==> src/verilog/cpu16_pkg.sv <==
package cpu16_pkg;

	localparam int WORD_BITS     = 16;
	localparam int REG_ADDR_BITS = 4;	// sixteen registers
	localparam int IMM_HI_BITS   = 12;
	localparam int NUM_REGS      = 2 ** REG_ADDR_BITS;

	// instruction field positions, msb of each field
	localparam int OP_MSB     = 15;	// major opcode nibble
	localparam int SUB_MSB    = 11;	// alu op, or nop / inc / dec select
	localparam int COND_MSB   = 10;	// branch condition, 3 bits
	localparam int DST_MSB    = 7;
	localparam int SRC_MSB    = 3;
	localparam int BR_IND_BIT = 11;	// must be zero on a branch
	localparam int STORE_BIT  = 8;	// 0 load, 1 store

	typedef logic [WORD_BITS-1:0] word_t;
	typedef logic [REG_ADDR_BITS-1:0] reg_idx_t;

	localparam word_t NOP_WORD  = '0;
	localparam word_t DONE_ADDR = 16'h00FF;	// a store here ends a test program

	typedef enum logic [3:0] {
		NOP_GRP = 4'h0,
		IMM     = 4'h1,
		ALU_RR  = 4'h2,
		ALU_RI  = 4'h3,
		BRANCH  = 4'h4,
		LDST    = 4'h6
	} major_op_e;

	// second nibble inside NOP_GRP
	typedef enum logic [3:0] {
		SUB_NOP = 4'h0,
		SUB_INC = 4'h2,
		SUB_DEC = 4'h3
	} nop_sub_e;

	typedef enum logic [3:0] {
		MOV = 4'h0,
		ADD = 4'h1,
		SUB = 4'h2,
		AND = 4'h3,
		OR  = 4'h4,
		XOR = 4'h5,
		SHL = 4'h6,
		SHR = 4'h7
	} alu_op_e;	// 8..15 give zero and clear flags

	typedef enum logic [2:0] {
		BZ     = 3'd0,
		BNZ    = 3'd1,
		BS     = 3'd2,
		BNS    = 3'd3,
		BC     = 3'd4,
		BNC    = 3'd5,
		BA     = 3'd6,
		BNEVER = 3'd7
	} branch_cond_e;

	typedef struct packed {
		logic c;
		logic z;
		logic s;
	} flags_t;

	typedef struct packed {
		word_t addr;
		word_t wdata;
		logic  rd;
		logic  wr;
	} mem_req_t;

	typedef struct packed {
		word_t ins;
		word_t imm;	// prefix and low nibble already joined
	} exec_ctrl_t;

	typedef struct packed {
		logic     we;
		reg_idx_t addr;
		word_t    data;
	} wb_t;

endpackage

==> src/verilog/alu16.sv <==
module alu16 (
	input  cpu16_pkg::alu_op_e op,
	input  cpu16_pkg::word_t   a,
	input  cpu16_pkg::word_t   b,
	output cpu16_pkg::word_t   y,
	output cpu16_pkg::flags_t  f
);

	logic [cpu16_pkg::WORD_BITS:0] ext;	// one extra bit for carry or shifted-out bit
	logic [3:0]                    sh;
	cpu16_pkg::word_t              res;
	logic                          c;

	assign sh = b[3:0];

	always_comb begin
		ext = '0;
		res = '0;
		c   = 1'b0;
		case (op)
			cpu16_pkg::MOV: res = b;
			cpu16_pkg::ADD: begin
				ext      = {1'b0, a} + {1'b0, b};
				{c, res} = ext;
			end
			cpu16_pkg::SUB: begin
				ext      = {1'b0, a} - {1'b0, b};
				{c, res} = ext;	// borrow
			end
			cpu16_pkg::AND: res = a & b;
			cpu16_pkg::OR:  res = a | b;
			cpu16_pkg::XOR: res = a ^ b;
			cpu16_pkg::SHL: begin
				ext      = {1'b0, a} << sh;
				{c, res} = ext;
			end
			cpu16_pkg::SHR: begin
				ext      = {a, 1'b0} >> sh;
				{res, c} = ext;	// last bit out lands below the result
			end
			default: ;
		endcase
	end

	assign y = res;

	always_comb begin
		f = '0;
		if (!op[3]) begin	// undefined codes leave all flags clear
			f.c = c;
			f.z = (res == '0);
			f.s = res[cpu16_pkg::WORD_BITS-1];
		end
	end

endmodule

==> src/verilog/register_file.sv <==
module register_file (
	input  logic                CLK,
	input  logic                RSTb,
	input  cpu16_pkg::reg_idx_t rd_a_addr,
	input  cpu16_pkg::reg_idx_t rd_b_addr,
	output cpu16_pkg::word_t    rd_a,
	output cpu16_pkg::word_t    rd_b,
	input  cpu16_pkg::wb_t      wb
);

	cpu16_pkg::word_t regs [cpu16_pkg::NUM_REGS];

	always_ff @(posedge CLK) begin
		if (!RSTb) begin
			for (int i = 0; i < cpu16_pkg::NUM_REGS; i++)
				regs[i] <= '0;
		end else if (wb.we) begin
			regs[wb.addr] <= wb.data;
		end
	end

	// no write-through, decode holds readers until the write lands
	assign rd_a = regs[rd_a_addr];
	assign rd_b = regs[rd_b_addr];

endmodule

==> src/verilog/fetch_mem_port.sv <==
module fetch_mem_port (
	input  logic                CLK,
	input  logic                RSTb,
	input  logic                stall,
	input  logic                redirect,
	input  cpu16_pkg::word_t    redirect_pc,
	input  cpu16_pkg::mem_req_t data_req,
	output cpu16_pkg::mem_req_t mem
);

	cpu16_pkg::word_t pc;		// next sequential fetch address
	cpu16_pkg::word_t pc_prev;	// fetch whose word is now on mem_rdata
	cpu16_pkg::word_t want_pc;	// next word decode still needs
	logic             data_last;	// last cycle was a data access
	logic             data_act;

	assign data_act = data_req.rd | data_req.wr;

	always_comb begin
		if (redirect) begin
			want_pc = redirect_pc;
		end else if (stall && !data_last) begin
			want_pc = pc_prev;	// word on rdata is dropped, fetch it again
		end else begin
			want_pc = pc;
		end
	end

	// data access in stage 3 takes the port over the fetch
	always_comb begin
		mem.wdata = data_req.wdata;
		if (data_act) begin
			mem.addr = data_req.addr;
			mem.rd   = data_req.rd;
			mem.wr   = data_req.wr;
		end else begin
			mem.addr = want_pc;
			mem.rd   = 1'b1;
			mem.wr   = 1'b0;
		end
	end

	always_ff @(posedge CLK) begin
		if (!RSTb) begin
			pc        <= '0;
			pc_prev   <= '0;
			data_last <= 1'b0;
		end else begin
			data_last <= data_act;
			if (data_act) begin
				pc <= want_pc;	// hold, or rewind / redirect without a fetch
			end else begin
				pc      <= want_pc + 16'd1;
				pc_prev <= want_pc;
			end
		end
	end

endmodule

==> src/verilog/decode_stage.sv <==
module decode_stage (
	input  logic                  CLK,
	input  logic                  RSTb,
	input  cpu16_pkg::word_t      mem_rdata,
	input  logic                  load_wb,
	input  cpu16_pkg::flags_t     flags,
	input  cpu16_pkg::reg_idx_t   pend_dst2,
	input  cpu16_pkg::reg_idx_t   pend_dst3,
	input  cpu16_pkg::reg_idx_t   pend_dst4,
	input  logic [2:0]            pend_vld,
	input  logic                  alu_busy,
	output cpu16_pkg::exec_ctrl_t exec_ctrl,
	output logic                  stall,
	output logic                  redirect,
	output cpu16_pkg::word_t      redirect_pc
);

	cpu16_pkg::word_t                 ins;
	logic                             ins_vld;	// low for bubbles put in by the pipeline
	logic                             rdata_vld;	// rdata holds nothing in the first cycle
	logic [cpu16_pkg::IMM_HI_BITS-1:0] imm_hi;
	cpu16_pkg::major_op_e             major;
	cpu16_pkg::nop_sub_e              sub;
	cpu16_pkg::word_t                 imm;
	cpu16_pkg::reg_idx_t              dst;
	cpu16_pkg::reg_idx_t              src;
	logic                             use_dst;
	logic                             use_src;
	logic                             is_branch;
	logic                             cond;

	assign major = cpu16_pkg::major_op_e'(ins[cpu16_pkg::OP_MSB -: 4]);
	assign sub   = cpu16_pkg::nop_sub_e'(ins[cpu16_pkg::SUB_MSB -: 4]);
	assign dst   = ins[cpu16_pkg::DST_MSB -: cpu16_pkg::REG_ADDR_BITS];
	assign src   = ins[cpu16_pkg::SRC_MSB -: cpu16_pkg::REG_ADDR_BITS];
	assign imm   = {imm_hi, ins[cpu16_pkg::SRC_MSB:0]};

	// true when r is written by an instruction in stages 2..4
	function automatic logic pending(input cpu16_pkg::reg_idx_t r);
		return (pend_vld[0] && pend_dst2 == r) ||
			(pend_vld[1] && pend_dst3 == r) ||
			(pend_vld[2] && pend_dst4 == r);
	endfunction

	// registers read or written by the instruction in decode
	always_comb begin
		use_dst = 1'b0;
		use_src = 1'b0;
		case (major)
			cpu16_pkg::NOP_GRP: use_src = sub inside {cpu16_pkg::SUB_INC, cpu16_pkg::SUB_DEC};
			cpu16_pkg::ALU_RR: begin
				use_dst = 1'b1;
				use_src = 1'b1;
			end
			cpu16_pkg::ALU_RI, cpu16_pkg::LDST: use_dst = 1'b1;
			default: ;
		endcase
	end

	always_comb begin
		case (cpu16_pkg::branch_cond_e'(ins[cpu16_pkg::COND_MSB -: 3]))
			cpu16_pkg::BZ:  cond = flags.z;
			cpu16_pkg::BNZ: cond = ~flags.z;
			cpu16_pkg::BS:  cond = flags.s;
			cpu16_pkg::BNS: cond = ~flags.s;
			cpu16_pkg::BC:  cond = flags.c;
			cpu16_pkg::BNC: cond = ~flags.c;
			cpu16_pkg::BA:  cond = 1'b1;
			default:        cond = 1'b0;	// BNEVER
		endcase
	end

	assign is_branch = (major == cpu16_pkg::BRANCH);

	// flags are only trusted once no alu op is left in stage 2 or 3
	assign stall = (use_dst && pending(dst)) || (use_src && pending(src)) ||
		(is_branch && alu_busy);

	assign redirect    = is_branch && !stall && cond && !ins[cpu16_pkg::BR_IND_BIT];
	assign redirect_pc = imm;

	always_comb begin
		if (stall) begin
			exec_ctrl.ins = cpu16_pkg::NOP_WORD;	// bubble into execute
			exec_ctrl.imm = '0;
		end else begin
			exec_ctrl.ins = ins;
			exec_ctrl.imm = imm;
		end
	end

	always_ff @(posedge CLK) begin
		if (!RSTb) begin
			ins       <= cpu16_pkg::NOP_WORD;
			ins_vld   <= 1'b0;
			rdata_vld <= 1'b0;
			imm_hi    <= '0;
		end else begin
			rdata_vld <= 1'b1;
			if (!stall) begin
				// prefix lives for exactly one real instruction
				if (ins_vld)
					imm_hi <= (major == cpu16_pkg::IMM) ? ins[cpu16_pkg::SUB_MSB:0] : '0;
				if (redirect || load_wb || !rdata_vld) begin
					ins     <= cpu16_pkg::NOP_WORD;	// squashed slot
					ins_vld <= 1'b0;
				end else begin
					ins     <= mem_rdata;
					ins_vld <= 1'b1;
				end
			end
		end
	end

endmodule

==> src/verilog/execute_stage.sv <==
module execute_stage (
	input  logic                  CLK,
	input  logic                  RSTb,
	input  cpu16_pkg::exec_ctrl_t exec_ctrl,
	input  cpu16_pkg::word_t      rd_a,
	input  cpu16_pkg::word_t      rd_b,
	output cpu16_pkg::reg_idx_t   rd_a_addr,
	output cpu16_pkg::reg_idx_t   rd_b_addr,
	input  cpu16_pkg::word_t      mem_rdata,
	output cpu16_pkg::mem_req_t   data_req,
	output logic                  load_wb,
	output cpu16_pkg::flags_t     flags,
	output cpu16_pkg::reg_idx_t   pend_dst2,
	output cpu16_pkg::reg_idx_t   pend_dst3,
	output cpu16_pkg::reg_idx_t   pend_dst4,
	output logic [2:0]            pend_vld,
	output logic                  alu_busy,
	output cpu16_pkg::wb_t        wb
);

	cpu16_pkg::exec_ctrl_t ex2;
	cpu16_pkg::word_t      ins3;
	cpu16_pkg::word_t      res3;	// result, or store data
	cpu16_pkg::word_t      addr3;
	cpu16_pkg::word_t      ins4;
	cpu16_pkg::word_t      res4;
	cpu16_pkg::major_op_e  op2;
	cpu16_pkg::major_op_e  op3;
	cpu16_pkg::major_op_e  op4;
	cpu16_pkg::alu_op_e    alu_op;
	cpu16_pkg::word_t      alu_b;
	cpu16_pkg::word_t      alu_y;
	cpu16_pkg::flags_t     alu_f;
	cpu16_pkg::word_t      res2;
	logic                  alu2;

	function automatic cpu16_pkg::major_op_e major_of(input cpu16_pkg::word_t ins);
		return cpu16_pkg::major_op_e'(ins[cpu16_pkg::OP_MSB -: 4]);
	endfunction

	function automatic cpu16_pkg::nop_sub_e sub_of(input cpu16_pkg::word_t ins);
		return cpu16_pkg::nop_sub_e'(ins[cpu16_pkg::SUB_MSB -: 4]);
	endfunction

	// inc / dec name their register in the low nibble, everything else in bits 7:4
	function automatic cpu16_pkg::reg_idx_t dst_of(input cpu16_pkg::word_t ins);
		if (major_of(ins) == cpu16_pkg::NOP_GRP)
			return ins[cpu16_pkg::SRC_MSB -: cpu16_pkg::REG_ADDR_BITS];
		return ins[cpu16_pkg::DST_MSB -: cpu16_pkg::REG_ADDR_BITS];
	endfunction

	function automatic logic writes_reg(input cpu16_pkg::word_t ins);
		case (major_of(ins))
			cpu16_pkg::NOP_GRP: return sub_of(ins) inside {cpu16_pkg::SUB_INC, cpu16_pkg::SUB_DEC};
			cpu16_pkg::ALU_RR, cpu16_pkg::ALU_RI: return 1'b1;
			cpu16_pkg::LDST: return !ins[cpu16_pkg::STORE_BIT];
			default: return 1'b0;
		endcase
	endfunction

	// stage 2: operands and result
	assign op2       = major_of(ex2.ins);
	assign rd_a_addr = dst_of(ex2.ins);
	assign rd_b_addr = ex2.ins[cpu16_pkg::SRC_MSB -: cpu16_pkg::REG_ADDR_BITS];
	assign alu_op    = cpu16_pkg::alu_op_e'(ex2.ins[cpu16_pkg::SUB_MSB -: 4]);
	assign alu_b     = (op2 == cpu16_pkg::ALU_RI) ? ex2.imm : rd_b;
	assign alu2      = op2 inside {cpu16_pkg::ALU_RR, cpu16_pkg::ALU_RI};

	alu16 u_alu (.op(alu_op), .a(rd_a), .b(alu_b), .y(alu_y), .f(alu_f));

	always_comb begin
		case (op2)
			cpu16_pkg::NOP_GRP: begin
				case (sub_of(ex2.ins))
					cpu16_pkg::SUB_INC: res2 = rd_a + 16'd1;
					cpu16_pkg::SUB_DEC: res2 = rd_a - 16'd1;
					default:            res2 = '0;
				endcase
			end
			cpu16_pkg::ALU_RR, cpu16_pkg::ALU_RI: res2 = alu_y;
			cpu16_pkg::LDST: res2 = rd_a;	// store data rides along
			default: res2 = '0;
		endcase
	end

	// stage 3: memory port request
	assign op3 = major_of(ins3);
	always_comb begin
		data_req.addr  = addr3;
		data_req.wdata = res3;
		data_req.rd    = (op3 == cpu16_pkg::LDST) && !ins3[cpu16_pkg::STORE_BIT];
		data_req.wr    = (op3 == cpu16_pkg::LDST) && ins3[cpu16_pkg::STORE_BIT];
	end

	// stage 4: writeback, rdata holds load data and not an instruction
	assign op4     = major_of(ins4);
	assign load_wb = (op4 == cpu16_pkg::LDST);
	always_comb begin
		wb.we   = writes_reg(ins4);
		wb.addr = dst_of(ins4);
		wb.data = (op4 == cpu16_pkg::LDST) ? mem_rdata : res4;
	end

	assign pend_dst2 = dst_of(ex2.ins);
	assign pend_dst3 = dst_of(ins3);
	assign pend_dst4 = dst_of(ins4);
	assign pend_vld  = {writes_reg(ins4), writes_reg(ins3), writes_reg(ex2.ins)};
	assign alu_busy  = alu2 || (op3 inside {cpu16_pkg::ALU_RR, cpu16_pkg::ALU_RI});

	always_ff @(posedge CLK) begin
		if (!RSTb) begin
			ex2   <= '{ins: cpu16_pkg::NOP_WORD, imm: '0};
			ins3  <= cpu16_pkg::NOP_WORD;
			ins4  <= cpu16_pkg::NOP_WORD;
			flags <= '0;
		end else begin
			ex2  <= exec_ctrl;
			ins3 <= ex2.ins;
			ins4 <= ins3;
			if (alu2)
				flags <= alu_f;	// inc / dec keep the flags
		end
	end

	always_ff @(posedge CLK) begin
		res3  <= res2;
		addr3 <= ex2.imm;
		res4  <= res3;
	end

endmodule

==> src/verilog/cpu16_top.sv <==
module cpu16_top (
	input  logic                CLK,
	input  logic                RSTb,
	output cpu16_pkg::mem_req_t mem,
	input  cpu16_pkg::word_t    mem_rdata
);

	logic                  stall;
	logic                  redirect;
	cpu16_pkg::word_t      redirect_pc;
	cpu16_pkg::mem_req_t   data_req;
	cpu16_pkg::exec_ctrl_t exec_ctrl;
	logic                  load_wb;
	cpu16_pkg::flags_t     flags;
	cpu16_pkg::reg_idx_t   pend_dst2;
	cpu16_pkg::reg_idx_t   pend_dst3;
	cpu16_pkg::reg_idx_t   pend_dst4;
	logic [2:0]            pend_vld;
	logic                  alu_busy;
	cpu16_pkg::reg_idx_t   rd_a_addr;
	cpu16_pkg::reg_idx_t   rd_b_addr;
	cpu16_pkg::word_t      rd_a;
	cpu16_pkg::word_t      rd_b;
	cpu16_pkg::wb_t        wb;

	fetch_mem_port u_fetch (
		.CLK(CLK), .RSTb(RSTb),
		.stall(stall), .redirect(redirect), .redirect_pc(redirect_pc),
		.data_req(data_req), .mem(mem)
	);

	decode_stage u_decode (
		.CLK(CLK), .RSTb(RSTb),
		.mem_rdata(mem_rdata), .load_wb(load_wb), .flags(flags),
		.pend_dst2(pend_dst2), .pend_dst3(pend_dst3), .pend_dst4(pend_dst4),
		.pend_vld(pend_vld), .alu_busy(alu_busy),
		.exec_ctrl(exec_ctrl), .stall(stall),
		.redirect(redirect), .redirect_pc(redirect_pc)
	);

	execute_stage u_execute (
		.CLK(CLK), .RSTb(RSTb),
		.exec_ctrl(exec_ctrl), .rd_a(rd_a), .rd_b(rd_b),
		.rd_a_addr(rd_a_addr), .rd_b_addr(rd_b_addr),
		.mem_rdata(mem_rdata), .data_req(data_req), .load_wb(load_wb), .flags(flags),
		.pend_dst2(pend_dst2), .pend_dst3(pend_dst3), .pend_dst4(pend_dst4),
		.pend_vld(pend_vld), .alu_busy(alu_busy), .wb(wb)
	);

	register_file u_regs (
		.CLK(CLK), .RSTb(RSTb),
		.rd_a_addr(rd_a_addr), .rd_b_addr(rd_b_addr),
		.rd_a(rd_a), .rd_b(rd_b), .wb(wb)
	);

endmodule

==> config.mk <==
export PLATFORM = sky130hd
export DESIGN_NAME = cpu16_top
export DESIGN_NICKNAME = d
export VERILOG_FILES = /design/src/verilog/cpu16_pkg.sv /design/src/verilog/alu16.sv /design/src/verilog/register_file.sv /design/src/verilog/fetch_mem_port.sv /design/src/verilog/decode_stage.sv /design/src/verilog/execute_stage.sv /design/src/verilog/cpu16_top.sv
export SDC_FILE = /design/constraint.sdc
export NUM_CORES = 1
export LEC_CHECK = 0
export BUFFER_PORTS_ARGS = -buffer_cell sky130_fd_sc_hd__buf_2
export CAP_MARGIN = 20
export CORE_MARGIN = 2
export CORE_UTILIZATION = 25
export CTS_CLUSTER_SIZE = 28
export DETAILED_ROUTE_END_ITERATION = 10
export GPL_TIMING_DRIVEN = 0
export MAX_ROUTING_LAYER = met4
export PLACE_DENSITY = 0.4
export SLEW_MARGIN = 0
export SYNTH_ARGS = -nofsm -noshare
export SYNTH_HDL_FRONTEND = slang
export SYNTH_HIERARCHICAL = 1
export SYNTH_SLANG_ARGS = --single-unit
==> constraint.sdc <==
create_clock -name CLK -period 11.29 [get_ports CLK]
set_clock_uncertainty 0.2 [all_clocks]
set_input_delay 3.387 -clock CLK [delete_from_list [all_inputs] [get_ports CLK]]
set_output_delay 3.387 -clock CLK [all_outputs]
set_load 0.01 [all_outputs]
# Word level (Yosys, flattened, before mapping)
# Memories as Yosys holds them, arrays and structs flattened. A register that Yosys moved wholly into a read port is not among the register bits.
# Cells that the tools add are included.
[classes]
add_sub_neg = 5
eq_ne = 39
n_shift = 2
muxes = 39
bitwise = 9
n_reduce_logical = 51
[ops]
columns = ["cell", "count"]
rows = [
  ["two-way mux 16 bit", 8],
  ["case mux 16 bit (8 select lines)", 1],
  ["== test 4 x 2 -> 1 bit (second input constant)", 16],
  ["case mux 16 bit (3 select lines)", 1],
  ["== test 4 x 3 -> 1 bit (second input constant)", 9],
  ["adder 16 x 1 -> 16 bit (second input constant)", 2],
  ["two-way mux 4 bit", 8],
  ["case mux 16 bit (2 select lines)", 1],
  ["== test 4 bit", 6],
  ["logical NOT 4 bit", 5],
  ["adder 16 x 16 -> 17 bit", 1],
  ["left shift 16 x 4 -> 17 bit", 1],
  ["right shift 17 x 4 -> 17 bit", 1],
  ["subtractor 16 x 16 -> 17 bit", 1],
  ["AND 16 bit", 1],
  ["logical NOT 16 bit", 1],
  ["OR 16 bit", 1],
  ["OR reduction 16 bit", 1],
  ["subtractor 16 x 1 -> 16 bit (second input constant)", 1],
  ["bitwise XOR 16 bit", 1],
  ["logical AND 1 bit", 15],
  ["two-way mux 12 bit", 1],
  ["nonzero test 2 bit", 6],
  ["two-way mux 1 bit", 11],
  ["other kinds (18)", 45],
]
[word_totals]
reg_bits = 178
ram_bits = 256
in_bits = 18
mem_count = 1
[memory_table]
columns = ["memory", "words", "width", "read_ports", "rd_clocked_by_memory_dff", "write_ports", "line", "rtl"]
rows = [
  ["u_regs.regs", 16, 16, 2, 1, 16, "register_file.sv:11", "cpu16_pkg::word_t regs [cpu16_pkg::NUM_REGS];"],
]

# Logic depth before layout (Yosys ltp)
[depth]
depth_word = 17
depth_mapped = 24

# Cells and area by module
# The synthesis kept the hierarchy.
[modules_own_cells]
columns = ["mod", "instances", "cells_per_inst", "area_per_inst_um2", "seq_area_each_um2"]
rows = [
  ["register_file", 1, 859, 13538.0, 7687.4],
  ["execute_stage", 1, 428, 4491.8, 2302.2],
  ["alu16", 1, 574, 4267.8, 0.0],
  ["fetch_mem_port", 1, 273, 2204.6, 660.6],
  ["decode_stage", 1, 227, 1930.6, 600.6],
]

# Worst setup path after synthesis
# No wires, ideal clock.
[synth_timing]
path_kind = "flip-flop to output port"
start = "reg u_execute.ins3[13]"
end = "out mem[21] (netlist bit)"
arrival_ps = 3587
required_ps = 7703
slack_ps = 4116
stages_incl_launch_ff = 16
n_path_buf = 3
cell_sequence = "dfxtp_1 -> nor4_1 -> mux2_2 -> xnor2_1 -> nand2_1 -> nor4_2 -> a2111oi_4 -> and2b_1 -> buf_6 -> and3_1 -> buf_4 -> buf_6 -> nor4b_1 -> a221oi_4 -> and2_1 -> a21o_1"
[synth_lines]
columns = ["element", "line", "rtl"]
rows = [
  ["from (decl)", "execute_stage.sv:22", "cpu16_pkg::word_t ins3;"],
  ["from (signal assigned)", "execute_stage.sv:113", "ins3 <= cpu16_pkg::NOP_WORD;"],
  ["from (signal assigned)", "execute_stage.sv:118", "ins3 <= ex2.ins;"],
  ["to (decl)", "cpu16_top.sv:4", "output cpu16_pkg::mem_req_t mem,"],
]

==> results.txt <==
----------------------------------------------------
[Outcome]
  Result of the run ... completed

[Critical path]
  Slowest stage delay, CP ... between 0.7 and 0.8 ns
  Kind of start point of the critical path ... flip-flop
  Cell class contributing the biggest share of worst-path delay ... buffers and inverters
  Ordered cell list for the critical path ... nor2_1 > nand3_1 > clkbuf_1 > nand3_1 > nand4_1 > nor3_1 > a2111oi_4 > and2b_1 > buf_6 > and3_1 > buf_4 > buf_6 > buf_2 > mux2i_1 > nor2_1 > a21o_1 > buf_2
  Buffers and inverters on the worst path ... 6
  Maximum fanout along the worst path ... 12
  Master of the slowest instance on the critical path ... dfxtp_1
  Crit path DAT ... ~5.1 ns
  Kind of critical path ... reg2out
  Reg2Reg Setup Slack ... approximately 3.1 ns
  Data required time at the worst endpoint ... 7.70 ns
  Element type at the critical path end ... output port

[Cells and area]
  Area growth from synthesis to final layout ... 15.12%
  Area used by multi-input combinational logic ... 13,690 um^2
  Final nets ... 2,551
  Biggest register ... u_regs/regs
  Largest register FFs ... 256
  Filler instances ... 11,000
  Ratio of cells with drive above 1 in the final layout ... 0.2241
  Sequential Area ... approximately 11,000 um^2
  Final non-filler cell area ... ~30,000 um^2
  Top flop regs ... u_regs/regs (256), u_execute/ex2 (24)

[Hold path]
  Kind of path behind the tightest hold check ... reg2reg

[Clocking]
  Longest Clk Path Bufs ... 3
  Num Clock Sinks ... 434
  Hold_buf cts ... 0
  Clock-pin slew on the worst setup and hold paths ... roughly 0.06 ns
  TritonCTS clock tree ... built
  Clock Tree Root ... clkbuf_16
  Number of CTS-inserted buffers ... 51
  H-tree Lvls ... 2
  Number of setup buffers added after CTS ... 0
  Number of resized instances in the post-cts repair step ... 0
  Source-to-sink clock delay at the later pin of the worst-skew pair ... 0.63 ns

[Detailed routing]
  Detailed-route wire length per cell ... approximately 24 um
  DRC viols ... 0
  First drt pass iteration count ... 7
  Vias per cell ... 4.962
  Number of violations reported at the end of detailed-routing iteration 0 ... 1,575
  Vias after detailed routing ... 19,430
  Antenna Nets Post-Route ... 0
  Drt total wl ... 93,900 um

[Power and ir drop]
  Net Sw Power ... 1.178 mW
  Switching Share ... 0.2795
  Part of the power in registers ... 0.416
  Leakage power figure ... approximately 11 nW
  Gate power share ... 0.170
  Power density over the cells ... about 140 nW/um^2
  Portion of total power attributed to the clock network ... 0.414
  Peak ir drop on the vdd network ... between 0.1 and 0.15 mV
  Post-layout total power ... 4.216 mW
  Int Pwr ... approximately 3.0 mW

[Synth]
  Post-synthesis instance area ... ~26,000 um^2
  Proportion of register bits with asynchronous set or reset after synthesis ... 0
  Number of different library cells in the post-synthesis netlist ... 120
  Count of flip-flops with a built-in enable after synthesis ... 256
  Top FF cell, synth ... edfxtp_1
  Mean post-synth cell area ... roughly 11 um^2
  Post-Syn Nets ... approximately 2,400
  Part of the Yosys area used for sequential elements ... 0.4256
  Cells after Synth ... 2,361
  Synthesis-stage register bit count ... 434
  Yosys warns ... 6

[Die]
  Overall die height ... approximately 330 um
  Core region area ... 105,100 um^2
  Placement Rows ... 119
  Number of top-level design ports ... 52
  Die Footprint ... 108,400 um^2
  Initial Util ... 0.2515
  X dimension of the die ... 329.2 um

[STA]
  Final worst hold slack ... about 0.13 ns
  Number of endpoints failing setup at the final stage ... 0
  Final Cycle Share ... 0.7701
  Tightest slew margin relative to the limit ... 0.2875
  Pin slew with the least headroom to its limit ... 1.063 ns
  Final hold violations ... 0
  Max Freq ... about 120 MHz
  Final Slew Violations ... 0
  Setup TNS Final ... 0 ns
  Final min period ... 8.695 ns
  Unrepaired setup endpoints after global routing ... false
  Setup WS post-layout ... 2.595 ns

[Job]
  Max_cap viols ... 0

[Global route]
  Antenna violations before repair ... 3
  Global-route wire length before repair ... 137,500 um
  Vias in the first global route ... 19,670
  Total track usage ... 0.1767
  Overflow after GRT ... 0
  Maximum number of pins on one net before global-route repair ... 19

[Place]
  Number of buffers added on ports ... 51
  Placer's final routability congestion estimate ... 0.9151
  Worst slack after detailed placement ... 3.120 ns
  Placed inst area ... about 29,000 um^2
  Half-perimeter wire length after detailed placement ... 73,780 um

----------------------------------------------------
[through the flow]
stage | util | instances
after floorplan | - | 2361
after global placement | 0.2704 | 3803
after detailed placement | 0.2723 | 3813
after CTS | 0.2891 | 3906
after global routing | 0.2893 | 3908
final | 0.2895 | 3916
[final cells by class]
type	instances	area share
Multi-Input combinational cell	1636	0.4499
Sequential cell	434	0.3697
Tap cell	1391	0.05720
Clock buffer	69	0.04729
Buffer	221	0.04149
Timing Repair Buffer	63	0.01377
Clock inverter	24	0.01094
Inverter	70	0.009046
Antenna cell	8	0.0006579
[worst reg2reg max path, stage by stage (launching register included)]
cell,delay [ns]
dfxtp_1,0.36
nor4_4,0.61
mux2_2,0.33
buf_4,0.11
clkbuf_2,0.34
buf_1,0.66
mux4_2,0.41
a22oi_1,0.30
nand2_1,0.63
inv_1,0.36
ha_1,0.27
clkbuf_1,0.23
o2bb2ai_1,0.19
a221o_1,0.32
a2111oi_1,0.67
o211ai_1,0.42
nor4_1,0.53
nand4bb_1,0.19
nor4_2,0.32
and4bb_1,0.34
nand2_1,0.08
a21boi_0,0.16
[worst paths after layout]
| check | depth (start not counted) | startpoint | endpoint |
|---|---|---|---|
| max reg2reg | 21 | u_execute/ex2[31] | u_execute/flags[1] |
| max | 17 | u_execute/alu_op[3] | mem[32] |
| min reg2reg | 0 | u_execute/ex2[4] | u_execute/addr3[4] |
| min | 0 | u_execute/ex2[4] | u_execute/addr3[4] |
[routing by layer]
layer	track usage	up-vias	share of wire
met2	0.2875	565	0.48
li1	-	8938	-
met1	0.2367	9836	0.46
met3	0.02258	91	0.050
met4	0.03379	0	0.016
met5	-	-	0
[cell families (layout without fill, tap and decap cells)]
family,after synthesis,in the layout,share of synthesized area
buffers and inverters,291,447,0.05818
other,0,8,0
flip-flops,434,434,0.4256
AO/OA/AOI/OAI,359,359,0.1033
XOR/XNOR,48,48,0.01590
AND/OR/NAND/NOR,921,921,0.2014
multiplexers,252,252,0.1685
adder cells (fa/ha/maj),56,56,0.02708
[synthesized netlist by cell type (all sizes together) (8+ instances only)]
cell | instances | area, um^2
a2111oi | 10 | 107.6
a211o | 12 | 105.1
a211oi | 9 | 72.57
a21oi | 57 | 285.3
a221oi | 17 | 237.7
a22oi | 81 | 618.1
a31oi | 15 | 93.84
and2 | 360 | 2277
and3 | 11 | 70.07
buf | 113 | 802.0
clkbuf | 107 | 451.7
dfxtp | 178 | 3563
edfxtp | 256 | 7687
ha | 54 | 675.7
inv | 69 | 259.0
mux2 | 54 | 611.8
mux2i | 51 | 523.0
mux4 | 147 | 3318
nand2 | 238 | 900.9
nand2b | 18 | 130.1
nand3 | 25 | 130.1
nand4 | 13 | 108.9
nand4bb | 10 | 128.9
nor2 | 103 | 441.7
nor2b | 15 | 93.84
nor3 | 34 | 207.7
nor4 | 27 | 239.0
nor4b | 14 | 141.4
o211ai | 20 | 150.1
o21ai | 57 | 285.3
o311ai | 12 | 162.7
o31ai | 8 | 60.06
or4 | 8 | 63.81
xnor2 | 26 | 227.7
xor2 | 22 | 192.7
[power groups by stage]
| stage | sequential, mW | combinational [mW] | clock [mW] |
|---|---|---|---|
| final | 1.75 | 0.717 | 1.75 |
| after global routing | 1.76 | 0.771 | 1.87 |
| after CTS | 1.75 | 0.711 | 1.80 |
| after detailed placement | 1.79 | 0.707 | 0 |
| after global placement | 1.79 | 0.701 | 0 |
| after floorplan | 1.77 | 0.472 | 0 |
[layout by cell type, fill, tap and decap left out, types with 17 or more instances in the layout]
master	synthesis	routed
mux2i_1	50	50
a22oi_1	79	79
inv_1	67	67
nand3_1	24	24
nor4_1	20	20
buf_4	54	54
clkbuf_16	0	52
clkbuf_2	16	17
xor2_1	22	22
mux4_2	145	145
ha_1	54	54
buf_1	17	17
clkbuf_1	88	97
xnor2_1	26	26
mux2_2	52	52
nor2_1	91	91
dfxtp_1	178	178
nor3_1	29	29
buf_2	25	76
o21ai_0	55	43
nand2_1	237	237
o211ai_1	20	20
edfxtp_1	256	256
and2_2	20	20
a21oi_1	57	57
and2_1	340	340
No activity file was read; power rests on OpenSTA's default activity.
